`config.mk`:
```
export PLATFORM = sky130hd
export DESIGN_NAME = boot_rom
export DESIGN_NICKNAME = d
export VERILOG_FILES = /design/src/design/axil_pkg.sv /design/src/design/harness_pkg.sv /design/src/design/boot_rom.sv
export SDC_FILE = /design/constraint.sdc
export NUM_CORES = 1
export LEC_CHECK = 0
export ABC_AREA = 1
export BUFFER_PORTS_ARGS = -buffer_cell sky130_fd_sc_hd__buf_2
export CORE_UTILIZATION = 28
export DETAILED_ROUTE_END_ITERATION = 12
export PLACE_DENSITY = 0.88
export SETUP_SLACK_MARGIN = 0.4
export SLEW_MARGIN = 40
export SYNTH_ARGS = -nofsm -noshare
export SYNTH_HDL_FRONTEND = slang
export SYNTH_SLANG_ARGS = --single-unit
```
`constraint.sdc`:
```
create_clock -name clk_i -period 0.8 [get_ports clk_i]
set_clock_uncertainty 0.05 [all_clocks]
set_input_delay 0.08 -clock clk_i [delete_from_list [all_inputs] [get_ports clk_i]]
set_output_delay 0.08 -clock clk_i [all_outputs]
set_load 0.1 [all_outputs]
```
`src/design/axil_pkg.sv`:
```
// AXI4-Lite bus definitions shared by the memory bridge and its testbench.
// Channel signals travel as two packed structs, one per direction, so a
// port carries a whole bus side in a single connection.

package axil_pkg;

  localparam int unsigned AddrWidth = 32;
  localparam int unsigned DataWidth = 64;
  localparam int unsigned StrbWidth = DataWidth / 8;

  // Response codes on B and R
  typedef enum logic [1:0] {
    OKAY   = 2'b00,
    SLVERR = 2'b10,
    DECERR = 2'b11
  } axil_resp_e;

  // Manager to subordinate
  typedef struct packed {
    logic                 aw_valid;
    logic [AddrWidth-1:0] aw_addr;
    logic                 w_valid;
    logic [DataWidth-1:0] w_data;
    logic [StrbWidth-1:0] w_strb;
    logic                 b_ready;
    logic                 ar_valid;
    logic [AddrWidth-1:0] ar_addr;
    logic                 r_ready;
  } axil_req_t;

  // Subordinate to manager
  typedef struct packed {
    logic                 aw_ready;
    logic                 w_ready;
    logic                 b_valid;
    axil_resp_e           b_resp;
    logic                 ar_ready;
    logic                 r_valid;
    logic [DataWidth-1:0] r_data;
    axil_resp_e           r_resp;
  } axil_resp_t;

endpackage

```
`src/design/harness_pkg.sv`:
```
// Memory map and memory-side types of the test harness.
// The bridge decodes against these regions and talks to each memory
// through one mem_req_t. The debug delay length also lives here.

package harness_pkg;

  // --------------------------------------------------------------------------
  // Memory map
  // --------------------------------------------------------------------------
  localparam logic [axil_pkg::AddrWidth-1:0] RomBase    = 32'h0001_0000;
  localparam logic [axil_pkg::AddrWidth-1:0] RomLength  = 32'h0000_1000;
  localparam logic [axil_pkg::AddrWidth-1:0] SramBase   = 32'h8000_0000;
  localparam logic [axil_pkg::AddrWidth-1:0] SramLength = 32'h0000_4000;

  // 64-bit words in each memory
  localparam int unsigned RomWords  = RomLength / (axil_pkg::DataWidth / 8);
  localparam int unsigned SramWords = SramLength / (axil_pkg::DataWidth / 8);

  // Sized for the larger of the two memories
  localparam int unsigned WordAddrWidth = 11;

  // Upper half of every ROM word starts from this value
  localparam logic [31:0] RomSignature = 32'hB007_0000;

  // Cycles after reset release before a debug request may pass
  localparam int unsigned DebugDelayCycles = 64;

  // --------------------------------------------------------------------------
  // Bridge to memory request
  // --------------------------------------------------------------------------
  typedef struct packed {
    logic                              req;
    logic                              we;
    logic [WordAddrWidth-1:0]          word_addr;
    logic [axil_pkg::StrbWidth-1:0]    be;
    logic [axil_pkg::DataWidth-1:0]    wdata;
  } mem_req_t;

endpackage

```
`src/design/boot_rom.sv`:
```
// Boot ROM with contents computed from the word index.
// A request registers the addressed word on the same edge. Write fields
// of the request carry no meaning here.

`timescale 1ns/1ps

module boot_rom (
  input  logic                           clk_i,
  input  harness_pkg::mem_req_t          rom_req_i,
  output logic [axil_pkg::DataWidth-1:0] rdata_o
);

  localparam int unsigned IndexWidth = $clog2(harness_pkg::RomWords);

  logic [IndexWidth-1:0] index;
  logic [31:0]           index_ext;

  // Only the ROM's own index bits matter
  assign index     = rom_req_i.word_addr[IndexWidth-1:0];
  assign index_ext = 32'(index);

  // Upper half signature plus index, lower half inverted index
  always_ff @(posedge clk_i) begin
    if (rom_req_i.req) begin
      rdata_o <= {harness_pkg::RomSignature + index_ext, ~index_ext};
    end
  end

endmodule

```
==> flow_summary.ini <==
[setup_path]
path_max_fanout = 1
worst_setup_path_start_kind = flip-flop
timing.critical_path.slowest_stage_cell = edfxtp_1
largest_delay_contributor_family_on_the_critical_path = flip-flops
worst_ep_required_time_ps = 670
critical_path_class = flip-flop to output pin
crit_buf_inv = 1
critical_path_max_stage_delay_ps = 430
element_type_at_the_critical_path_end = output pin
crit_chain = buf_12
worst_ep_arrival_time_ps = 910

[routing]
first_pass_iters = 2
detail_route.drc_violations = 0
post_drt_wl_per_cell_um = 8.05
drt_iter0_drc = 9
viasPerCell = 2.96
detail_route.wirelength_um = 1210
antenna_left = 0
dr_total_vias = 444

[floorplan]
design.core.area_um2 = 3100
fp.dieArea_um2 = 3550
die-width_um = 59.5
design.portCount = 150
floorplan.die.height_um = 59.5
std_cell_rows = 20
starting_utilization_of_the_core_area = 0.299

[global_routing]
grt.total_usage = 0.0667
grt_start_max_net_pins = 19
initial_antenna_violation_count = 0
global_route.overflow_total = 0
grt_first_pass_wirelength_um = 1510
number_of_global_route_vias_before_repair = 326

[final_layout]
layout-area-overhead-vs-synth_pct = 35.8
largest_reg_flops = 18
post-route-cell-area_um2 = 1260
nFillCells = 286
finalNetCount = 193
drive_above_1_share = 0.302
postLayoutCoreUtil = 0.406
num_antenna_cells = 0
multi_input_area_um2 = 173
registers_with_the_highest_flip_flop_counts = rdata_o x18
non_filler_cells_final = 150
seq_area_um2 = 541
register_with_the_most_flip_flops = rdata_o

[run]
maxCapViolCount = 0

[synthesis]
synth_warnings = 0
synthesis.area_per_instance_um2 = 12.4
netlist_area_before_placement_um2 = 927
yosysSeqAreaShare = 0.583
synth-seq-cells = 18
post_synth_inst_count = 75
netlist-cell-type-count = 4

[timing]
setup_viol = 18
hold_viol_final = 16
finalCritPeriodShare = 1.30
maxClockFrequency_mhz = 963
grt_setup_unrepaired = true
totalNegativeSetupSlack_ps = -4050
worst_hold_slack_ps = -65.7
period_minus_slack_ps = 1040
worst_slack_ps = -238
slew_viol_final = 0

[clocking]
post-cts-setup-buffers = 0
cts_htree_levels = 1
cts_tree = yes
cts_buffers = 3
clock_sinks = 18
clock_path_buffers = 2
clock_tree.root_cell = clkbuf_4
worst_setup_hold_path_clk_slew_ps = 90

[placement]
numPortBuffers = 28
dp_slack_ps = 66.4
gp_congestion = 0.620
detailed_place.area_um2 = 1230
dpl.cell_count = 146
hpwlAfterDp_um = 1060

[outcome]
result_of_the_run = complete, but fails checks
failing_checks = negative hold slack, negative setup slack

[power_and_ir_drop]
static-leakage-power_nw = 0.606
pwr_cell_area_nw_per_um2 = 2730
irDropWorstVdd_v = 0.000621
total_power_mw = 3.43

[worst_hold_path]
hold_path_class = primary input to flip-flop
-- power by group --
group | switching (mW) | internal (mW)
Clock | 0.243 | 0.181
Sequential | 0.0582 | 1.12
Combinational | 1.53 | 0.297
-- placed cells by master, fill, tap and decap left out --
cell type and n:
conb_1 46, buf_12 19, edfxtp_1 18, buf_2 10, inv_1 9, clkbuf_4 3
clkinv_1 1
-- cells by family (layout without fill, tap and decap cells) --
family | count (synthesis) | after routing | share of synthesized area
other | 2 | 46 | 0.00810
DFF | 18 | 18 | 0.583
buffers and inverters | 55 | 42 | 0.409
-- routing by layer --
metal / up-vias / global-route usage / share of wire
met5: - / 0 / 0
met1: 198 / 0.0508 / 0.28
met4: 0 / 0.0797 / 0.012
met3: 2 / 0.0175 / 0.099
li1: 202 / - / -
met2: 42 / 0.122 / 0.61
-- repair_timing --
| item | 4_1_cts | 5_1_grt |
|---|---|---|
| endpoints found under the setup margin | 18 | 18 |
| endpoints found under the hold margin | 18 | 17 |
| gates resized for setup | 0 | 0 |
-- final timing paths --
kind,depth (start not counted),endpoint,startpoint
worst min-delay path,1,rdata_o[38],rom_req_i[78]
worst max-delay path,1,rdata_o[38],rdata_o[38]
-- cell usage after synthesis, drive strengths merged --
library cell | number | area share
buf | 46 | 0.37
conb | 2 | 0.0081
edfxtp | 18 | 0.58
inv | 9 | 0.036
-- layout make-up --
| cell class | count | area share |
|---|---|---|
| sequential | 18 | 0.429 |
| timing repair buffer | 29 | 0.342 |
| multi-input combinational | 46 | 0.137 |
| tap | 44 | 0.0437 |
| inverter | 9 | 0.0268 |
| clock buffer | 3 | 0.0179 |
| clock inverter | 1 | 0.00298 |
No activity file was read; power rests on OpenSTA's default activity.
