`src/design/axil_pkg.sv`:
```
// AXI4-Lite bus definitions shared by the memory bridge and its testbench.
// Channel signals travel as two packed structs, one per direction, so a
// port carries a whole bus side in a single connection.

package axil_pkg;

  localparam int unsigned AddrWidth = 32;
  localparam int unsigned DataWidth = 64;
  localparam int unsigned StrbWidth = DataWidth / 8;

  // Response codes on B and R
  typedef enum logic [1:0] {
    OKAY   = 2'b00,
    SLVERR = 2'b10,
    DECERR = 2'b11
  } axil_resp_e;

  // Manager to subordinate
  typedef struct packed {
    logic                 aw_valid;
    logic [AddrWidth-1:0] aw_addr;
    logic                 w_valid;
    logic [DataWidth-1:0] w_data;
    logic [StrbWidth-1:0] w_strb;
    logic                 b_ready;
    logic                 ar_valid;
    logic [AddrWidth-1:0] ar_addr;
    logic                 r_ready;
  } axil_req_t;

  // Subordinate to manager
  typedef struct packed {
    logic                 aw_ready;
    logic                 w_ready;
    logic                 b_valid;
    axil_resp_e           b_resp;
    logic                 ar_ready;
    logic                 r_valid;
    logic [DataWidth-1:0] r_data;
    axil_resp_e           r_resp;
  } axil_resp_t;

endpackage

```
`src/design/harness_pkg.sv`:
```
// Memory map and memory-side types of the test harness.
// The bridge decodes against these regions and talks to each memory
// through one mem_req_t. The debug delay length also lives here.

package harness_pkg;

  // --------------------------------------------------------------------------
  // Memory map
  // --------------------------------------------------------------------------
  localparam logic [axil_pkg::AddrWidth-1:0] RomBase    = 32'h0001_0000;
  localparam logic [axil_pkg::AddrWidth-1:0] RomLength  = 32'h0000_1000;
  localparam logic [axil_pkg::AddrWidth-1:0] SramBase   = 32'h8000_0000;
  localparam logic [axil_pkg::AddrWidth-1:0] SramLength = 32'h0000_4000;

  // 64-bit words in each memory
  localparam int unsigned RomWords  = RomLength / (axil_pkg::DataWidth / 8);
  localparam int unsigned SramWords = SramLength / (axil_pkg::DataWidth / 8);

  // Sized for the larger of the two memories
  localparam int unsigned WordAddrWidth = 11;

  // Upper half of every ROM word starts from this value
  localparam logic [31:0] RomSignature = 32'hB007_0000;

  // Cycles after reset release before a debug request may pass
  localparam int unsigned DebugDelayCycles = 64;

  // --------------------------------------------------------------------------
  // Bridge to memory request
  // --------------------------------------------------------------------------
  typedef struct packed {
    logic                              req;
    logic                              we;
    logic [WordAddrWidth-1:0]          word_addr;
    logic [axil_pkg::StrbWidth-1:0]    be;
    logic [axil_pkg::DataWidth-1:0]    wdata;
  } mem_req_t;

endpackage

```
`src/design/axil_mem_bridge.sv`:
```
// AXI4-Lite subordinate that serves one transaction at a time.
// Each address is decoded into the boot ROM, the main SRAM or a hole,
// and the matching memory gets a single-cycle request. Holes answer
// DECERR, writes to the ROM answer SLVERR.

`timescale 1ns/1ps

module axil_mem_bridge (
  input  logic                             clk_i,
  input  logic                             ndmreset_n,
  input  axil_pkg::axil_req_t              axil_req_i,
  output axil_pkg::axil_resp_t             axil_resp_o,
  output harness_pkg::mem_req_t            rom_req_o,
  input  logic [axil_pkg::DataWidth-1:0]   rom_rdata_i,
  output harness_pkg::mem_req_t            sram_req_o,
  input  logic [axil_pkg::DataWidth-1:0]   sram_rdata_i
);

  typedef enum logic [1:0] {
    IDLE,
    WRITE_RESP,
    READ_WAIT,
    READ_RESP
  } state_e;

  typedef enum logic [1:0] {
    RegionNone,
    RegionRom,
    RegionSram
  } region_e;

  state_e                                  state_q, state_d;
  region_e                                 region_q, region_d;
  region_e                                 acc_region;
  axil_pkg::axil_resp_e                    resp_q, resp_d;
  logic [axil_pkg::DataWidth-1:0]          rdata_q;
  logic [axil_pkg::DataWidth-1:0]          rdata_sel;
  logic                                    write_go;
  logic                                    read_go;
  logic [axil_pkg::AddrWidth-1:0]          acc_addr;
  logic [harness_pkg::WordAddrWidth-1:0]   acc_index;

  function automatic region_e decode_region(input logic [axil_pkg::AddrWidth-1:0] addr);
    region_e region;
    region = RegionNone;
    if (addr >= harness_pkg::RomBase &&
        addr < harness_pkg::RomBase + harness_pkg::RomLength) begin
      region = RegionRom;
    end else if (addr >= harness_pkg::SramBase &&
                 addr < harness_pkg::SramBase + harness_pkg::SramLength) begin
      region = RegionSram;
    end
    return region;
  endfunction

  // Byte offset from the region base, in 64-bit words
  function automatic logic [harness_pkg::WordAddrWidth-1:0] word_index(
    input logic [axil_pkg::AddrWidth-1:0] addr,
    input region_e                        region
  );
    logic [axil_pkg::AddrWidth-1:0] offset;
    offset = '0;
    if (region == RegionRom) begin
      offset = addr - harness_pkg::RomBase;
    end else if (region == RegionSram) begin
      offset = addr - harness_pkg::SramBase;
    end
    return offset[harness_pkg::WordAddrWidth+2:3];
  endfunction

  // --------------------------------------------------------------------------
  // Handshake and decode
  // --------------------------------------------------------------------------
  // AW and W are taken together, and a write wins over a pending read
  assign write_go = (state_q == IDLE) & axil_req_i.aw_valid & axil_req_i.w_valid;
  assign read_go  = (state_q == IDLE) & axil_req_i.ar_valid &
                    ~(axil_req_i.aw_valid & axil_req_i.w_valid);

  assign acc_addr   = write_go ? axil_req_i.aw_addr : axil_req_i.ar_addr;
  assign acc_region = decode_region(acc_addr);
  assign acc_index  = word_index(acc_addr, acc_region);

  // Requests are issued in the handshake cycle itself
  always_comb begin
    rom_req_o            = '0;
    rom_req_o.req        = read_go & (acc_region == RegionRom);
    rom_req_o.word_addr  = acc_index;

    sram_req_o           = '0;
    sram_req_o.req       = (write_go | read_go) & (acc_region == RegionSram);
    sram_req_o.we        = write_go;
    sram_req_o.word_addr = acc_index;
    sram_req_o.be        = axil_req_i.w_strb;
    sram_req_o.wdata     = axil_req_i.w_data;
  end

  // --------------------------------------------------------------------------
  // FSM
  // --------------------------------------------------------------------------
  always_comb begin
    state_d  = state_q;
    region_d = region_q;
    resp_d   = resp_q;
    unique case (state_q)
      IDLE: begin
        if (write_go) begin
          state_d  = WRITE_RESP;
          region_d = acc_region;
          unique case (acc_region)
            RegionSram: resp_d = axil_pkg::OKAY;
            RegionRom:  resp_d = axil_pkg::SLVERR;
            default:    resp_d = axil_pkg::DECERR;
          endcase
        end else if (read_go) begin
          state_d  = READ_WAIT;
          region_d = acc_region;
          resp_d   = (acc_region == RegionNone) ? axil_pkg::DECERR : axil_pkg::OKAY;
        end
      end
      WRITE_RESP: begin
        if (axil_req_i.b_ready) begin
          state_d = IDLE;
        end
      end
      // Memory output is valid here, one edge after the request
      READ_WAIT: state_d = READ_RESP;
      READ_RESP: begin
        if (axil_req_i.r_ready) begin
          state_d = IDLE;
        end
      end
      default: state_d = IDLE;
    endcase
  end

  always_ff @(posedge clk_i or negedge ndmreset_n) begin
    if (!ndmreset_n) begin
      state_q  <= IDLE;
      region_q <= RegionNone;
      resp_q   <= axil_pkg::OKAY;
    end else begin
      state_q  <= state_d;
      region_q <= region_d;
      resp_q   <= resp_d;
    end
  end

  // --------------------------------------------------------------------------
  // Read data capture
  // --------------------------------------------------------------------------
  always_comb begin
    unique case (region_q)
      RegionRom:  rdata_sel = rom_rdata_i;
      RegionSram: rdata_sel = sram_rdata_i;
      default:    rdata_sel = '0;
    endcase
  end

  always_ff @(posedge clk_i) begin
    if (state_q == READ_WAIT) begin
      rdata_q <= rdata_sel;
    end
  end

  always_comb begin
    axil_resp_o          = '0;
    axil_resp_o.aw_ready = write_go;
    axil_resp_o.w_ready  = write_go;
    axil_resp_o.ar_ready = read_go;
    axil_resp_o.b_valid  = (state_q == WRITE_RESP);
    axil_resp_o.b_resp   = resp_q;
    axil_resp_o.r_valid  = (state_q == READ_RESP);
    axil_resp_o.r_data   = rdata_q;
    axil_resp_o.r_resp   = resp_q;
  end

endmodule

```
`config.mk`:
```
export PLATFORM = sky130hd
export DESIGN_NAME = axil_mem_bridge
export DESIGN_NICKNAME = d
export VERILOG_FILES = /design/src/design/axil_pkg.sv /design/src/design/harness_pkg.sv /design/src/design/axil_mem_bridge.sv
export SDC_FILE = /design/constraint.sdc
export NUM_CORES = 1
export LEC_CHECK = 0
export BUFFER_PORTS_ARGS = -buffer_cell sky130_fd_sc_hd__buf_2
export CAP_MARGIN = 20
export CORE_AREA = 2 2 198 200
export CTS_CLUSTER_DIAMETER = 80
export DETAILED_ROUTE_END_ITERATION = 10
export DIE_AREA = 0 0 200 202
export PLACE_DENSITY = 0.39
export SYNTH_ARGS = -nofsm -noshare
export SYNTH_HDL_FRONTEND = slang
export SYNTH_SLANG_ARGS = --single-unit
```
`constraint.sdc`:
```
create_clock -name clk_i -period 3.7 [get_ports clk_i]
set_input_delay 0.555 -clock clk_i [delete_from_list [all_inputs] [get_ports clk_i]]
set_output_delay 0.555 -clock clk_i [all_outputs]
set_load 0.05 [all_outputs]
```
==> results.toml <==
[synth]
synth_top_family_by_area = "buffers and inverters"
synth_top_cell_by_area = "edfxtp_1"
synth_cells = 461
yosysTopAreaCellShare = 0.408
synth-simple-area-share = 0.111
async_flop_share = 0.0857
synth_seq_cells = 70
muxShareOfSynthArea = 0.0335
synthAdderAreaFrac = 0.00531
avgSynthCellArea_um2 = 10.2
synth.area.top_cells = "edfxtp_1 (41%), buf_4 (26%), a22oi_1 (10%)"
yosys_most_used_dff = "edfxtp_1"
synth_xor_xnor_area_share = 0
seq_area_frac_synth = 0.440
synth_edf_count = 64
yosys.cell_types.count = 36
yosysWarnings = 0
synth_compound_area_frac = 0.126
netlist_area_um2 = 4710

[clock_tree]
numCtsBuffers = 9
cts_hold_buf = 0
cts-htree-levels = 3
clockBufferDepth = 2
insertion_delay_ns = 0.34
post-cts-setup-buffers = 0
cts_tree = "yes"
ctsResizeCount = 0
cts.clk_slew.worst_paths_ns = 0.06
cts_root_buf = "clkbuf_16"
clock_sinks = 70

[worst_setup_path]
crit_fanout = 6
end_kind = "output pin"
worstPathRequired_ns = 3.14
critPathArrivalTime_ns = 2.68
path_class = "reg -> out"
start_kind = "flip-flop"

[sta]
min_period_ns = 3.23
finalSetupViolCount = 0
worstMarginPinSlew_ns = 0.777
fin_ws_ns = 0.469
worst_hold_slack_ns = 0.0295
slew_violations = 0
fin_crit_sh = 0.873
slew_headroom = 0.482
rsz0062_at_grt = "false"
setup-tns-final_ns = 0
max_freq_mhz = 310
fin_worst_skew_ns = 0.00948
final_hold_viol_count = 0

[grt]
grt_pass1_wl_um = 23700
grt_max_degree = 43
antenna_found_initial = 0
grt_pass1_vias = 3525
grt_overflow = 0
grt_usage = 0.0838

[power_and_ir_drop]
power_uw = 3850
vdd_drop_max_mv = 0.228
power.leakage_uw = 0.00264
powerDensity_nw_per_um2 = 624

[placed_design]
dp_worst_setup_slack_ns = 0.420
place_congestion = 0.763
dp_hpwl_um = 15500
portBuffers = 290

[floorplanning]
ios = 514
die_width_um = 200
fp.coreArea_um2 = 38300
dieArea_um2 = 40400
die_height_um = 202
floorplan.initialDensity = 0.123
rows = 72

[final_layout]
drive_above_1_share = 0.508
final-seq-area_um2 = 2070
area_delta_synth_final_pct = 30.9
layout_common_cells = "buf_2 (290), conb_1 (73), nor2_1 (72)"
multi_input_area_um2 = 1580
diodes = 0
fillers = 4355
layout_commonest_cell = "buf_2"
num-nets-final = 932

[status]
outcome = "completed"

[routing]
finalWirelength_um = 18300
drt_iter0_drc = 149
firstDrtPassIters = 4
routed_via_density = 3.22
ant_nets = 0
vias = 3809
drcViolationCount = 0
wl_per_cell_um = 15.5

[job]
drv_cap = 0

[worst_hold_path]
hp-class = "in -> async"
==> stage by stage <==
stage	utilization	area (µm²)	instances
6_report	0.161	6170	1182
5_1_grt	0.161	6170	1182
4_1_cts	0.161	6160	1181
3_5_place_dp	0.153	5870	1165
3_3_place_gp	0.153	5870	1165
2_1_floorplan	-	4980	533
==> area by class of cell <==
| cell class | instances | share of cell area |
|---|---|---|
| well taps | 518 | 0.105 |
| repair buffers | 302 | 0.253 |
| clock inverters | 6 | 0.0101 |
| multi-input cells | 272 | 0.257 |
| clock buffers | 10 | 0.0371 |
| inverters | 4 | 0.00243 |
| flip-flops and latches | 70 | 0.336 |
==> final timing paths <==
check / start / endpoint / slack [ns] / cells after the start
setup reg to reg: region_q[0] / rdata_q[42] / 1.59 / 5
setup / recovery: state_q[0] / rom_req_o[77] / 0.47 / 7
max in group asynchronous: ndmreset_n / state_q[0] / 3.52 / 1
min in group clk_i: axil_req_i[34] / state_q[0] / 0.39 / 2
hold reg to reg: region_q[0] / region_q[0] / 0.56 / 2
hold / removal: ndmreset_n / region_q[1] / 0.03 / 1
==> report_power, final <==
part | internal [µW] | switching (µW) | total (µW)
Clock | 520 | 343 | 862
Combinational | 324 | 1420 | 1740
Sequential | 1170 | 68.9 | 1240
Total | 2020 | 1830 | 3850
==> sequential cells by signal (all words and copies together), names as in the netlist <==
| signal | count |
|---|---|
| resp_q | 2 |
| rdata_q | 64 |
| region_q | 2 |
| state_q | 2 |
==> synthesized netlist by cell type (2+ instances only) <==
master    number
a21oi_1        4
a22oi_1       64
a31oi_1        2
and2_1         2
buf_1          7
buf_2          2
buf_4        163
clkbuf_1      14
dfrtp_1        6
edfxtp_1      64
ha_1           2
inv_1          3
mux2_2         2
mux2i_1       12
nand2_1        4
nand4_1        2
nor2_1        72
nor3_2        10
nor4_1         7
nor4b_1        2
o31ai_1        2
==> kinds of logic after synthesis <==
group / after synthesis
flip-flops: 70
AND/OR/NAND/NOR: 105
multiplexers: 15
AO/OA/AOI/OAI: 77
adder cells (fa/ha/maj): 2
other: 1
buffers and inverters: 191
==> per-layer routing <==
| layer | up-vias | share of wire | GRT usage |
|---|---|---|---|
| li1 | 1794 | - | - |
| met1 | 1658 | 0.34 | 0.0781 |
| met2 | 344 | 0.48 | 0.149 |
| met3 | 13 | 0.15 | 0.0471 |
| met4 | 0 | 0.021 | 0.0357 |
| met5 | - | 0 | 0 |
==> worst max-delay path: stages, from the launching register on <==
cell and delay [ns]:
dfrtp_1 0.45, nand4bb_1 0.27, inv_2 0.19, mux2_4 0.34, a211oi_2 0.57, buf_6 0.23
nor3_2 0.06, buf_2 0.23
Power figures use the tool's default switching activity.
