--- src/design/axil_pkg.sv ---
// AXI4-Lite bus definitions shared by the memory bridge and its testbench.
// Channel signals travel as two packed structs, one per direction, so a
// port carries a whole bus side in a single connection.

package axil_pkg;

  localparam int unsigned AddrWidth = 32;
  localparam int unsigned DataWidth = 64;
  localparam int unsigned StrbWidth = DataWidth / 8;

  // Response codes on B and R
  typedef enum logic [1:0] {
    OKAY   = 2'b00,
    SLVERR = 2'b10,
    DECERR = 2'b11
  } axil_resp_e;

  // Manager to subordinate
  typedef struct packed {
    logic                 aw_valid;
    logic [AddrWidth-1:0] aw_addr;
    logic                 w_valid;
    logic [DataWidth-1:0] w_data;
    logic [StrbWidth-1:0] w_strb;
    logic                 b_ready;
    logic                 ar_valid;
    logic [AddrWidth-1:0] ar_addr;
    logic                 r_ready;
  } axil_req_t;

  // Subordinate to manager
  typedef struct packed {
    logic                 aw_ready;
    logic                 w_ready;
    logic                 b_valid;
    axil_resp_e           b_resp;
    logic                 ar_ready;
    logic                 r_valid;
    logic [DataWidth-1:0] r_data;
    axil_resp_e           r_resp;
  } axil_resp_t;

endpackage

--- src/design/harness_pkg.sv ---
// Memory map and memory-side types of the test harness.
// The bridge decodes against these regions and talks to each memory
// through one mem_req_t. The debug delay length also lives here.

package harness_pkg;

  // --------------------------------------------------------------------------
  // Memory map
  // --------------------------------------------------------------------------
  localparam logic [axil_pkg::AddrWidth-1:0] RomBase    = 32'h0001_0000;
  localparam logic [axil_pkg::AddrWidth-1:0] RomLength  = 32'h0000_1000;
  localparam logic [axil_pkg::AddrWidth-1:0] SramBase   = 32'h8000_0000;
  localparam logic [axil_pkg::AddrWidth-1:0] SramLength = 32'h0000_4000;

  // 64-bit words in each memory
  localparam int unsigned RomWords  = RomLength / (axil_pkg::DataWidth / 8);
  localparam int unsigned SramWords = SramLength / (axil_pkg::DataWidth / 8);

  // Sized for the larger of the two memories
  localparam int unsigned WordAddrWidth = 11;

  // Upper half of every ROM word starts from this value
  localparam logic [31:0] RomSignature = 32'hB007_0000;

  // Cycles after reset release before a debug request may pass
  localparam int unsigned DebugDelayCycles = 64;

  // --------------------------------------------------------------------------
  // Bridge to memory request
  // --------------------------------------------------------------------------
  typedef struct packed {
    logic                              req;
    logic                              we;
    logic [WordAddrWidth-1:0]          word_addr;
    logic [axil_pkg::StrbWidth-1:0]    be;
    logic [axil_pkg::DataWidth-1:0]    wdata;
  } mem_req_t;

endpackage

--- src/design/debug_gate_timer.sv ---
// Holds the debug request off after reset so boot code runs first.
// The window closes DebugDelayCycles cycles after reset release, after
// which the request passes straight through.

`timescale 1ns/1ps

module debug_gate_timer (
  input  logic clk_i,
  input  logic ndmreset_n,
  input  logic debug_req_i,
  output logic debug_req_o
);

  localparam int unsigned CntWidth = $clog2(harness_pkg::DebugDelayCycles + 1);

  logic [CntWidth-1:0] count_q;

  // Counts down once per cycle and parks at zero
  always_ff @(posedge clk_i or negedge ndmreset_n) begin
    if (!ndmreset_n) begin
      count_q <= CntWidth'(harness_pkg::DebugDelayCycles);
    end else if (count_q != '0) begin
      count_q <= count_q - 1'b1;
    end
  end

  assign debug_req_o = (count_q == '0) & debug_req_i;

endmodule

--- config.mk ---
export PLATFORM = sky130hd
export DESIGN_NAME = debug_gate_timer
export DESIGN_NICKNAME = d
export VERILOG_FILES = /design/src/design/axil_pkg.sv /design/src/design/harness_pkg.sv /design/src/design/debug_gate_timer.sv
export SDC_FILE = /design/constraint.sdc
export NUM_CORES = 1
export LEC_CHECK = 0
export ABC_AREA = 1
export BUFFER_PORTS_ARGS = -buffer_cell sky130_fd_sc_hd__buf_4
export CORE_AREA = 2 2 39 41
export CTS_BUF_LIST = sky130_fd_sc_hd__clkbuf_4 sky130_fd_sc_hd__clkbuf_8 sky130_fd_sc_hd__clkbuf_16
export DETAILED_ROUTE_END_ITERATION = 16
export DIE_AREA = 0 0 41 43
export HOLD_SLACK_MARGIN = 0.1
export PLACE_DENSITY = 0.59
export SLEW_MARGIN = 25
export SYNTH_ARGS = -nofsm -noshare
export SYNTH_HDL_FRONTEND = slang
export SYNTH_SLANG_ARGS = --single-unit
--- constraint.sdc ---
create_clock -name clk_i -period 1.4 [get_ports clk_i]
set_clock_uncertainty 0.05 [all_clocks]
set_input_delay 0.21 -clock clk_i [delete_from_list [all_inputs] [get_ports clk_i]]
set_output_delay 0.21 -clock clk_i [all_outputs]
set_load 0.02 [all_outputs]
==> flow_results.org, run 1 <==
** Outcome
- Status :: finished with violations
- The final reports fail on negative setup slack.

** Power
- Summed over all cells, the static leakage comes to 0.332 nW.
- IR analysis of the VDD net gives a maximum drop of 287 uV.
- Power consumption :: 0.427 mW
- Power density over the cells :: 713 mW/mm^2

** Place
- At the end of routability-driven placement, the weighted congestion stood at 0.721.
- Count of placed standard cells including taps :: 81
- The placed instances occupy a cell area of 500 sq um.
- Count of port buffers added during placement :: 3
- After legalization and detailed placement, the total HPWL measured 602 um.

** Logic synthesis
- Mapped cell area :: 435 sq um
- Synthesized-area fraction occupied by adder cells :: 0.0575
- Mean instance size in the synthesized netlist :: 7.38 sq um
- Synth Warn # :: 0
- Sequential share of the synthesized area :: 0.405
- Parity-gate share of the synthesized area counting xor and xnor cells :: 0.0201
- Synthesized netlist net count :: 64
- Counting every instance in the synthesized netlist gives 59.
- The area fraction in compound gates after synthesis was 0.0115.
- The synthesized design contains 7 register bits.
- Dominant combinational cell family by area after synthesis :: simple AND/OR/NAND/NOR gates
- Of the total synthesized cell area, the portion taken by AND, OR, NAND and NOR gates is 0.402.
- The number of different library cells used by synthesis comes to 15.
- Share of synthesized area spent on multiplexers :: 0

** Clock tree
- TritonCTS built the clock tree.
- The number of clock buffers added by TritonCTS is 3.
- Largest buffer count on any clock path :: 2
- CTS placed an instance of sky130_fd_sc_hd__clkbuf_4 at the clock tree root.
- Number of H-tree levels :: 1
- The clock reaches the later pin of the worst-skew pair after 0.25 ns.
- CTS sink count :: 7
- After clock tree synthesis, the clock-pin slew on the worst setup and hold paths is 0.05 ns.

** Setup path
- On the worst path, the slowest cell contributes a delay of 0.39 ns.
- Crit end category :: output port
- Crit path buf inv count :: 3
- STA puts the critical path data required time at 1.14 ns.
- The slowest stage of the critical path is the sky130_fd_sc_hd__dfrtp_1 cell.
- Of all nets on the critical path, the largest fanout is 2.
- Category of the critical setup timing path :: register to output port
- Walking the worst path, the cells encountered are inv_2 > ha_4 > inv_2 > nor2_4 > nand2_4 > nor2_4 > buf_6.
- Kind of launch point of the worst setup path :: register
- On the critical path the largest part of the delay comes from flip-flops.
- Data arrival time of the critical path :: 1.27 ns

** Detailed routing
- Detailed-router iteration count before antenna repair :: 3
- The detailed router finished its first iteration with 4 violations.
- Remaining antenna violation count after routing :: 0
- After detailed routing, the number of remaining DRC violations is 0.
- Total number of vias :: 397
- Dividing the detail-routed via count by the number of cells gives 4.41.
- After detailed routing, the average wire length per cell comes to 9.13 um.
- Total Routed Length :: 822 um

** STA
- PnR worst setup slack :: -0.134 ns
- Setup violations remaining at the end of the flow were counted as 1.
- Final slew viol count :: 0
- Total count of hold-check failures in the final report :: 0
- Headroom to the max-slew limit came out at 0.868.
- Dividing the final minimum period by the clock period gives 1.10.
- Based on the critical path, the design can be clocked at up to 652 MHz.
- Counting I/O delays and the setup requirement, the final critical path takes 1.53 ns.
- Setup repair after global routing could not meet its margin everywhere.
- At the pin with the least slew margin, the transition time is 0.198 ns.

** Global routing
- Met3 Resource Use GR :: 0
- Entering global routing, the biggest net connects 8 pins.
- Antenna violations before repair :: 0
- The via count of the first global-routing pass is 364.
- For this run, global-route usage on met2 was measured as 0.169.
- After global routing the overflow that remains totals 0.
- The first global-routing pass estimated 1.35 mm of wire.
- Across every metal layer, demand over resource in global routing totals 0.114.
- GR Layer Usage met1 :: 0.144
- met2 is the most crowded layer.

** Layout
- In the final layout, the registers with the most flip-flops are count_q: 7 flops.
- Flip-flop count of the largest register after layout :: 7
- Fraction of final layout cells with drive strength greater than 1 :: 0.378
- The final layout contains 80 nets.
- The number of antenna diodes in the final layout is 0.
- Final Instance Area :: 598 sq um
- Counting flops per register, the top entry is count_q.
- # fillers :: 139
- Synthesis-to-layout area growth :: 37.4%
- The finished layout holds 90 standard cells, fillers aside.

** Die
- From bottom edge to top edge, the die measures 43 um.
- Pin placement for this block handled 4 I/O pins.
- Area of the core :: 0.00138 sq mm
- Die area :: 0.00176 sq mm
- From left edge to right edge, the die measures 41 um.
- Effective utilization at floorplan :: 0.315
- After floorplanning, the core was divided into 14 placement rows.

** Min path
- Path class of the lowest-slack min-delay path :: input pin to asynchronous set/reset pin

** Flow run
- Across the run, the number of max-cap violations was 0.
worst register-to-register path, cell delays in order (launching register included):
cell and delay [ns]:
sky130_fd_sc_hd__dfrtp_1 0.39, sky130_fd_sc_hd__inv_2 0.09, sky130_fd_sc_hd__ha_4 0.13, sky130_fd_sc_hd__inv_2 0.04, sky130_fd_sc_hd__nor2_4 0.12, sky130_fd_sc_hd__nand2_4 0.07
sky130_fd_sc_hd__buf_4 0.13, sky130_fd_sc_hd__buf_6 0.12, sky130_fd_sc_hd__nand2_1 0.06, sky130_fd_sc_hd__nor2_1 0.04
path summary, 6_finish.rpt:
path / end / slack (ns) / cells past startpoint / start
worst max-delay path: debug_req_o / -0.13 / 7 / count_q[1]
min in group clk_i: count_q[0] / 0.49 / 2 / count_q[0]
worst min-delay path: count_q[4] / 0.26 / 2 / ndmreset_n
worst max register to register: count_q[5] / 0.07 / 9 / count_q[1]
worst min register to register: count_q[0] / 0.49 / 2 / count_q[0]
max in group asynchronous: count_q[6] / 0.84 / 2 / ndmreset_n
layout make-up:
| cell class | count | area, sq um | share of cell area |
|---|---|---|---|
| sequential | 7 | 176 | 0.295 |
| timing repair buffer | 11 | 92.6 | 0.155 |
| tap | 16 | 20.0 | 0.0335 |
| inverter | 12 | 45.0 | 0.0753 |
| multi-input combinational | 40 | 234 | 0.391 |
| clock buffer | 4 | 30.0 | 0.0502 |
cell usage after synthesis (all sizes together):
cell    n  area share
xnor2   1       0.020
inv    12        0.10
a21oi   1       0.011
dfstp   1       0.060
dfrtp   6        0.34
ha      2       0.057
nor2   13        0.15
nand2  17        0.18
nand4   2       0.029
nand3   4       0.046
stage by stage:
step / util / worst slack (ns) / hold WS, ns / setup TNS (ns)
floorplan: - / 0.0470 / -0.136 / 0
global placement: 0.362 / 0.103 / -0.0224 / 0
detailed placement: 0.362 / 0.102 / -0.0221 / 0
CTS: 0.396 / -0.159 / 0.252 / -0.159
global route: 0.432 / -0.200 / 0.276 / -0.244
finish: 0.432 / -0.134 / 0.256 / -0.134
routing by layer:
| layer | vias to the layer above | share of wire |
|---|---|---|
| met1 | 185 | 0.48 |
| met4 | 0 | 0.023 |
| met5 | - | 0 |
| met3 | 2 | 0.0061 |
| met2 | 4 | 0.49 |
| li1 | 206 | - |
power breakdown:
part	internal [mW]	switching [mW]	leakage [nW]
combinational	0.00979	0.00855	0.220
clock	0.128	0.0774	0.0184
sequential	0.203	0	0.0942
total	0.341	0.0859	0.332
placed cells by master (no fill, tap or decap), types with 2 or more instances in the layout:
cell type,count
sky130_fd_sc_hd__nand2_1,13
sky130_fd_sc_hd__nor2_1,10
sky130_fd_sc_hd__buf_4,8
sky130_fd_sc_hd__inv_1,7
sky130_fd_sc_hd__dfrtp_1,6
sky130_fd_sc_hd__inv_2,5
sky130_fd_sc_hd__nand3_1,4
sky130_fd_sc_hd__clkbuf_4,4
sky130_fd_sc_hd__nand2_2,3
sky130_fd_sc_hd__nor2_4,3
sky130_fd_sc_hd__nand4_1,2
sky130_fd_sc_hd__buf_6,2
repair_timing:
item                                    CTS  global route
cloned                                    0             0
setup buffers                             1             3
hold endpoints to repair                  7             0
endpoints found under the setup margin    1             1
resized for setup                         0            10
pin swaps                                 0             3
hold buffers                              1             0
cells by family after synthesis:
group                    count (synthesis)
AND/OR/NAND/NOR                         36
buffers and inverters                   12
AO/OA/AOI/OAI                            1
flip-flops                               7
adder cells (fa/ha/maj)                  2
XOR/XNOR                                 1
No activity file was read; power rests on OpenSTA's default activity.
==> run 2: changes to the inputs <==
==> constraint.sdc (replaced) <==
create_clock -name clk_i -period 1.4 [get_ports clk_i]
set_clock_uncertainty 0.05 [all_clocks]
set_input_delay 0.21 -clock clk_i [delete_from_list [all_inputs] [get_ports clk_i]]
set_output_delay 0.21 -clock clk_i [all_outputs]
set_load 0.05 [all_outputs]
==> run 2 against run 1 <==
The flow still finishes with violations (negative setup slack). Final cell count rose by 2.2%. Via count decreased by 0.76%. Worst hold slack better by 0.0015 ns. Flip-flop and latch count unchanged. Sequential share of layout area down 0.55 points. Largest cell class unchanged. Highest routed layer unchanged.
==> flow_results.org, run 2 (synthesized netlist as in run 1, its figures left out) <==
** Setup path
- Data arrival time of the critical path :: 1.28 ns (about the same)
- STA classifies the critical path endpoint as an output port.
- Crit path buf inv count :: 3 (unchanged)
- In this design, the largest share of critical-path delay is due to flip-flops.
- Category of the critical setup timing path :: register to output port
- The stage delay of the slowest cell on the critical path was 0.39 ns (about the same).
- Walking the worst path, the cells encountered are inv_2 > ha_4 > inv_2 > nor2_4 > nand2_4 > nor2_4 > buf_6.
- Kind of launch point of the worst setup path :: register
- The largest driver fanout on the critical path came to 2 (unchanged).
- On the critical path, the stage with the largest delay is an instance of sky130_fd_sc_hd__dfrtp_1.
- Required arrival time at the worst endpoint :: 1.14 ns (about the same)

** Detailed routing
- Via density per instance :: 4.28 (-2.9%)
- The average wire per cell in the routed design was 9.46 um (+3.5%).
- The remaining routing DRC violations was 0 (unchanged).
- The via total after detailed routing is 394 (-0.76%).
- The total iterations of the first detailed-routing run came to 4 (+1).
- Remaining antenna violation count after routing :: 0 (unchanged)
- The detailed router's first-iteration violation count is 6 (+2).
- Total Routed Length :: 870 um (+5.8%)

** Layout
- # fillers :: 139 (unchanged)
- The antenna cell count came to 0 (unchanged).
- The layout cell share with drive strength beyond 1 came to 0.395 (+0.0164).
- The final design utilization came to 0.440 (+0.00814).
- The flip-flop count of the largest register, all copies and words added was 7 (unchanged).
- The library cell used most frequently in the layout, excluding fill and tap cells, is sky130_fd_sc_hd__nand2_1.
- Commonest cells after routing, fill and taps aside :: sky130_fd_sc_hd__nand2_1, sky130_fd_sc_hd__buf_4, sky130_fd_sc_hd__nor2_1, sky130_fd_sc_hd__inv_1, sky130_fd_sc_hd__dfrtp_1
- The post-layout net count is 82 (+2.5%).
- Register name with the most flops :: count_q
- The largest registers in the layout are count_q: 7 flops.
- Compared with the post-synthesis result, the final layout area differs by 39.9%.

** Place
- The quantity of I/O buffers inserted on ports was 3 (unchanged).
- The routability-driven placement congestion ratio came to 0.728 (+0.96%).
- HPWL after DPL :: 625 um (+3.8%)

** Die
- Width of the die :: 41 um (unchanged)
- The starting density of the core came to 0.315 (unchanged).
- Die extent in y :: 43 um (unchanged)
- Core Rows :: 14 (unchanged)
- The total core area is 0.00138 sq mm (unchanged).
- The die footprint is 0.00176 sq mm (unchanged).
- I/O pin total :: 4 (unchanged)

** STA
- The maximum clock rate came to 649 MHz (-0.48%).
- Setup tns final :: -0.142 ns (-0.00745 ns)
- The worst-case headroom to the max-slew limit came to 0.873 (+0.00527).
- PnR worst setup slack :: -0.142 ns (-0.00745 ns)
- The actual slew at the worst max-slew pin was 0.190 ns (-0.00787 ns).
- Post-route minimum period :: 1.54 ns (+0.00745 ns)
- Setup repair after global routing missed its margin :: yes
- Final cycle utilization of the critical path :: 1.10 (+0.00532)
- Final slew viol count :: 0 (unchanged)
- The number of hold violations in the final report is 0 (unchanged).
- Setup violations, final :: 1 (unchanged)

** Power
- The share of total power in combinational logic is 0.051 (+0.008).
- Fraction of power consumed by the clock network :: 0.484 (+0.002)
- The total power draw is 0.435 mW (+2.0%).
- Power density over the cells :: 714 mW/mm^2 (+0.13%)
- Maximum ir drop on the vdd rail :: 268 uV (-6.7%)
- The sequential power share was 0.465 (-0.010).
- The fraction of power spent switching nets was 0.217 (+0.0152).
- The internal power consumption is 0.341 mW (about the same).
- Standby leakage power :: 0.341 nW (+2.7%)
- The net switching power of the design was 0.0943 mW (+9.7%).

** Clock tree
- CTS tree :: yes
- The tree is rooted in a sky130_fd_sc_hd__clkbuf_4.
- Cts bufs inserted :: 3 (unchanged)
- Clock network latency to the later pin of the worst-skew pair :: 0.25 ns (about the same)
- Number of H-tree levels :: 1 (unchanged)
- CTS sink count :: 7 (unchanged)
- The buffer levels on the longest clock path was 2 (unchanged).
- The clock transition at the registers of the reported paths came to 0.06 ns (about the same).

** Outcome
- Failing checks :: negative setup slack
- The flow ran to the end, but the final reports show violations.

** Global routing
- The total track usage was 0.134 (+0.0203).
- Via count of the first global-routing pass :: 391 (+7.4%)
- Antenna violations before repair :: 0 (unchanged)
- The largest net degree at the start of global routing came to 8 (unchanged).
- The total congestion overflow after global routing was 0 (unchanged).
- Global-route wire length before repair :: 1.53 mm (+13%)

** Flow run
- Max-cap viol count :: 0 (unchanged)

** Min path
- Path class of the lowest-slack min-delay path :: input pin to asynchronous set/reset pin
## run 2: changes by cell type in the layout (fill, tap and decap cells not counted), sizes merged
cell,delta
buf,+2
## run 2: cell type report
type                       count  area (sq um)  area share
tap                           16          20.0      0.0329
inverter                      12          45.0      0.0739
sequential                     7           176       0.290
multi-input combinational     40           234       0.384
timing repair buffer          13           104       0.170
clock buffer                   4          30.0      0.0493
## run 2: path summary, 6_finish.rpt
| path | slack [ns] | cells after the start | from | endpoint |
|---|---|---|---|---|
| min in group clk_i | 0.51 | 2 | count_q[0] | count_q[0] |
| setup reg to reg | 0.07 | 9 | count_q[0] | count_q[0] |
| hold / removal | 0.26 | 2 | ndmreset_n | count_q[0] |
| max in group asynchronous | 0.84 | 2 | ndmreset_n | count_q[6] |
| setup / recovery | -0.14 | 7 | count_q[0] | debug_req_o |
| hold reg to reg | 0.51 | 2 | count_q[0] | count_q[0] |
## run 2: stage by stage
step / instances / setup WS [ns] / hold WS, ns / area (sq um)
after floorplan: 59 / -0.00517 / -0.136 / 453
after global placement: 82 / 0.0537 / -0.0223 / 526
after detailed placement: 82 / 0.0304 / -0.0219 / 526
after CTS: 92 / -0.138 / 0.251 / 607
after global routing: 92 / -0.214 / 0.271 / 609
final: 92 / -0.142 / 0.258 / 609
## run 2: worst reg2reg max path, delay by kind of cell (launching register included)
| family | cells | cell delay (ns) |
|---|---|---|
| adder cells (fa/ha/maj) | 1 | 0.15 |
| AND/OR/NAND/NOR | 3 | 0.17 |
| flip-flops | 1 | 0.37 |
| buffers and inverters | 5 | 0.48 |
## run 2: what timing repair did
item,4_1_cts,5_1_grt
hold buffers,1,0
gates resized for setup,2,1
pin swaps,4,1
setup endpoints to repair,1,3
endpoints found under the hold margin,7,0
buffers inserted,5,1
## run 2: power groups by stage
stage	sequential (mW)	combinational, mW	clock (mW)
final	0.203	0.0222	0.211
after global routing	0.202	0.0243	0.229
after CTS	0.202	0.0225	0.217
after detailed placement	0.206	0.0185	0
after global placement	0.206	0.0183	0
after floorplan	0.206	0.00805	0
## run 2: routing by layer
layer,vias to the layer above,track usage,routed length [um]
met2,5,0.200,414
met5,-,0,0
met1,175,0.157,411
li1,212,-,-
met3,2,0.0157,25
met4,0,0.120,19
==> run 3: changes to the inputs <==
--- a/config.mk
+++ b/config.mk
@@ -5,14 +5,13 @@
 export SDC_FILE = /design/constraint.sdc
 export NUM_CORES = 1
 export LEC_CHECK = 0
-export ABC_AREA = 1
 export BUFFER_PORTS_ARGS = -buffer_cell sky130_fd_sc_hd__buf_4
 export CORE_AREA = 2 2 39 41
 export CTS_BUF_LIST = sky130_fd_sc_hd__clkbuf_4 sky130_fd_sc_hd__clkbuf_8 sky130_fd_sc_hd__clkbuf_16
 export DETAILED_ROUTE_END_ITERATION = 16
 export DIE_AREA = 0 0 41 43
 export HOLD_SLACK_MARGIN = 0.1
-export PLACE_DENSITY = 0.59
+export PLACE_DENSITY = 0.54
 export SLEW_MARGIN = 25
 export SYNTH_ARGS = -nofsm -noshare
 export SYNTH_HDL_FRONTEND = slang
==> run 3 against run 2 <==
The flow still finishes with violations (negative setup slack). Largest power group is now registers. Total power shrank 1.5%. Highest routed layer unchanged. Via count is 27% lower. Final cell count shrank 28%. Combinational power is 4% higher. Utilization fell by 1.3 points. Die area unchanged. Register-to-register slack worse by 0.49 ns. Fmax down 17%.
==> flow_results.org, run 3 <==
** Logic synthesis
- The per-instance average area after synthesis was 11.9 sq um (+61%).
- Sorting the synthesized cells by how often they occur yields sky130_fd_sc_hd__dfrtp_1, sky130_fd_sc_hd__nor2_1, sky130_fd_sc_hd__xnor2_1.
- The count of different cell masters after synthesis came to 14 (-1).
- EDFF count, synth :: 0 (unchanged)
- Parity-gate share of the synthesized area counting xor and xnor cells :: 0.0952 (+0.0751)
- Synthesized-area fraction occupied by adder cells :: 0.0680 (+0.0106)
- After synthesis, the largest family of logic cells by area is simple AND/OR/NAND/NOR gates.
- Gate Count Post-Synth :: 31 (-47%)
- Post-synthesis simple-gate area fraction :: 0.224 (-0.178)
- The sequential cell area fraction in the yosys report was 0.480 (+0.0744).
- In the post-synthesis netlist, the cell with the most instances is sky130_fd_sc_hd__dfrtp_1.
- The fraction of post-synthesis cell area in the top cell type by area came to 0.408 (+0.0633).
- Mapped cell area :: 368 sq um (-16%)
- The yosys synthesis warning count is 0 (unchanged).
- The most used flip-flop cell after synthesis is sky130_fd_sc_hd__dfrtp_1.
- Number of synthesized register bits :: 7 (unchanged)
- The net count of the mapped netlist is 36 (-44%).
- Share of synthesized area spent on multiplexers :: 0.0884 (+0.0884)
- The share of flip-flops with an asynchronous set or reset after synthesis was 1.00 (unchanged).
- Sorting the synthesized cells by area gives the leading types as sky130_fd_sc_hd__dfrtp_1, sky130_fd_sc_hd__xnor2_1, sky130_fd_sc_hd__dfstp_2.
- The area fraction in compound gates after synthesis came to 0.0136 (+0.00211).
- Of all cell types, the one taking the most synthesized area is sky130_fd_sc_hd__dfrtp_1.

** Detailed routing
- The detail-routed via count per cell was 4.35 (+1.5%).
- Total Routed Length :: 791 um (-9.1%)
- The detailed router's first-iteration violation count was 1 (-5).
- The average wire per cell in the routed design was 12.0 um (+27%).
- The via total after detailed routing came to 287 (-27%).
- Detailed-router iteration count before antenna repair :: 4 (unchanged)
- The count of antenna-violating nets left after detailed routing was 0 (unchanged).
- The remaining routing DRC violations was 0 (unchanged).

** Setup path
- The stage delay of the slowest cell on the critical path came to 0.41 ns (+0.02 ns).
- The number of cells on the worst reg-to-reg path was 6 (-3).
- Crit end category :: output port
- The worst setup path is launched from a register.
- The largest driver fanout on the critical path came to 2 (unchanged).
- Critical register-to-register path endpoint :: count_q[5]
- The slowest stage of the critical path is the sky130_fd_sc_hd__or3_4 cell.
- Broken down by cell family, the worst path's largest delay share belongs to simple AND/OR/NAND/NOR gates.
- The required time of the critical path is 1.14 ns (about the same).
- Crit path cell chain :: or3_4 > nor4b_4 > and2_4 > buf_8
- Category of the critical setup timing path :: register to output port
- Crit Reg-Reg Startpoint :: count_q[4]
- The worst path arrival time was 1.60 ns (+0.32 ns).
- Crit path buf inv count :: 1 (-2)
- Worst R2R Setup Slack :: -0.42 ns (-0.49 ns)

** Layout
- Leading cell type in the layout, fill and taps excluded :: sky130_fd_sc_hd__buf_4
- Synthesis-to-layout area growth :: 60.9%
- Leading registers by flop count :: count_q: 7 flops
- Register name with the most flops :: count_q
- The post-layout net count was 56 (-32%).
- The library cells used most frequently in the layout, excluding fill and tap cells, are sky130_fd_sc_hd__buf_4, sky130_fd_sc_hd__dfrtp_1, sky130_fd_sc_hd__nor2_1, sky130_fd_sc_hd__clkbuf_4.
- Post-layout instance count excluding filler cells :: 66 (-28%)
- Flip-flop count of the largest register after layout :: 7 (unchanged)
- The antenna cell count is 0 (unchanged).
- Fraction of final layout cells with drive strength greater than 1 :: 0.560 (+0.165)

** STA
- Setup repair after global routing could not meet its margin everywhere.
- Worst Max-Slew Pin Slew :: 0.244 ns (+0.0544 ns)
- PnR worst setup slack :: -0.458 ns (-0.317 ns)
- The number of pins with negative max-slew slack in the final report came to 0 (unchanged).
- Highest Clock Rate :: 538 MHz (-17%)
- The number of hold violations in the final report came to 0 (unchanged).
- Worst slew margin relative to its limit :: 0.837 (-0.0358)
- The final-report setup violation count was 8 (+7).
- Final cycle utilization of the critical path :: 1.33 (+0.226)
- Post-route minimum period :: 1.86 ns (+0.317 ns)

** Outcome
- Status :: finished with violations
- Failing checks :: negative setup slack

** Clock tree
- The clock latency reported for the late side of the worst-skew pair is 0.25 ns (about the same).
- The root buffer cell chosen for the clock tree is sky130_fd_sc_hd__clkbuf_4.
- Clock transition at the registers of the reported paths :: 0.05 ns (about the same)
- Largest buffer count on any clock path :: 2 (unchanged)
- CTS sink count :: 7 (unchanged)
- Number of H-tree levels :: 1 (unchanged)
- CTS tree :: yes
- The total CTS buffers came to 3 (unchanged).

** Global routing
- Via count of the first global-routing pass :: 331 (-15%)
- The total track usage was 0.130 (-0.00426).
- Global-route wire length before repair :: 1.48 mm (-3.1%)
- The largest net degree at the start of global routing is 8 (unchanged).
- The total congestion overflow after global routing came to 0 (unchanged).
- The number of antenna violations at the first check in global routing is 0 (unchanged).

** Place
- The quantity of I/O buffers inserted on ports is 3 (unchanged).
- Count of placed standard cells including taps :: 59 (-28%)
- The routability-driven placement congestion ratio came to 0.842 (+16%).
- The total half-perimeter wirelength after legalization and detailed placement is 534 um (-15%).

** Power
- Standby leakage power :: 0.322 nW (-5.8%)
- The total power draw was 0.429 mW (-1.5%).
- The largest vdd supply drop was 545 uV (+100%).
- Power density over the cells :: 724 mW/mm^2 (+1.4%)

** Die
- I/O pin total :: 4 (unchanged)
- Die area :: 0.00176 sq mm (unchanged)
- Area of the core :: 0.00138 sq mm (unchanged)
- Die extent in y :: 43 um (unchanged)
- The starting density of the core is 0.266 (-0.0488).
- Width of the die :: 41 um (unchanged)
- The number of core rows is 14 (unchanged).

** Flow run
- Max-cap viol count :: 0 (unchanged)

** Min path
- Path class of the lowest-slack min-delay path :: input pin to asynchronous set/reset pin
## run 3: area by class of cell
type / count / area (sq um)
multi-input combinational: 21 / 224
sequential: 7 / 176
clock buffer: 4 / 30.0
fill: 123 / 792
timing repair buffer: 15 / 130
tap: 16 / 20.0
inverter: 3 / 11.3
## run 3: metrics by stage
stage / setup slack (ns) / hold WS [ns] / cell area, sq um / TNS, ns / utilization
after CTS: -0.472 / 0.255 / 583 / -1.54 / 0.421
final: -0.458 / 0.272 / 592 / -1.51 / 0.428
after floorplan: -0.293 / -0.136 / 369 / -0.482 / -
after detailed placement: -0.240 / -0.0239 / 479 / -0.961 / 0.346
after global routing: -0.522 / 0.276 / 592 / -1.94 / 0.428
after global placement: -0.206 / -0.0252 / 479 / -0.728 / 0.346
## run 3: worst register-to-register path: cells and delay by family, from the launching register on
kind	cells	cell delay, ns
simple gates	2	0.61
mux	1	0.31
flops	1	0.37
buf+inv	3	0.37
## run 3: how the worst max path moves through the flow
| stage | start | to | cells past startpoint |
|---|---|---|---|
| 2_1_floorplan | count_q[2] | debug_req_o | 3 |
| 3_3_place_gp | count_q[4] | debug_req_o | 4 |
| 3_5_place_dp | count_q[4] | count_q[6] | 4 |
| 4_1_cts | count_q[4] | debug_req_o | 4 |
| 5_1_grt | count_q[4] | debug_req_o | 4 |
| 6_report | count_q[4] | debug_req_o | 4 |
## run 3: cells by family after synthesis
group / Yosys count
AO/OA/AOI/OAI: 1
AND/OR/NAND/NOR: 11
multiplexers: 3
flip-flops: 7
adder cells (fa/ha/maj): 2
XOR/XNOR: 4
buffers and inverters: 3
## run 3: layer usage
metal	wire, um	track usage	part of all wire	vias to the layer above
met5	0	0	0	-
met1	325	0.157	0.41	142
met3	12	0.0314	0.015	2
met2	427	0.197	0.54	3
met4	26	0.0800	0.033	0
li1	-	-	-	140
## run 3: repair_timing
item                                   CTS  global route
hold buffers                             1             0
setup endpoints to repair                8             8
endpoints found under the hold margin    7             0
pin swaps                                4             2
gates resized for setup                 10             3
buffers inserted                         3             2
## run 3: report_power, final
group	total (mW)	leakage (nW)	switching (mW)	internal, mW
clock network	0.203	0.0184	0.0746	0.128
logic	0.0231	0.209	0.0118	0.0113
registers	0.203	0.0942	0	0.203
total	0.429	0.322	0.0864	0.342
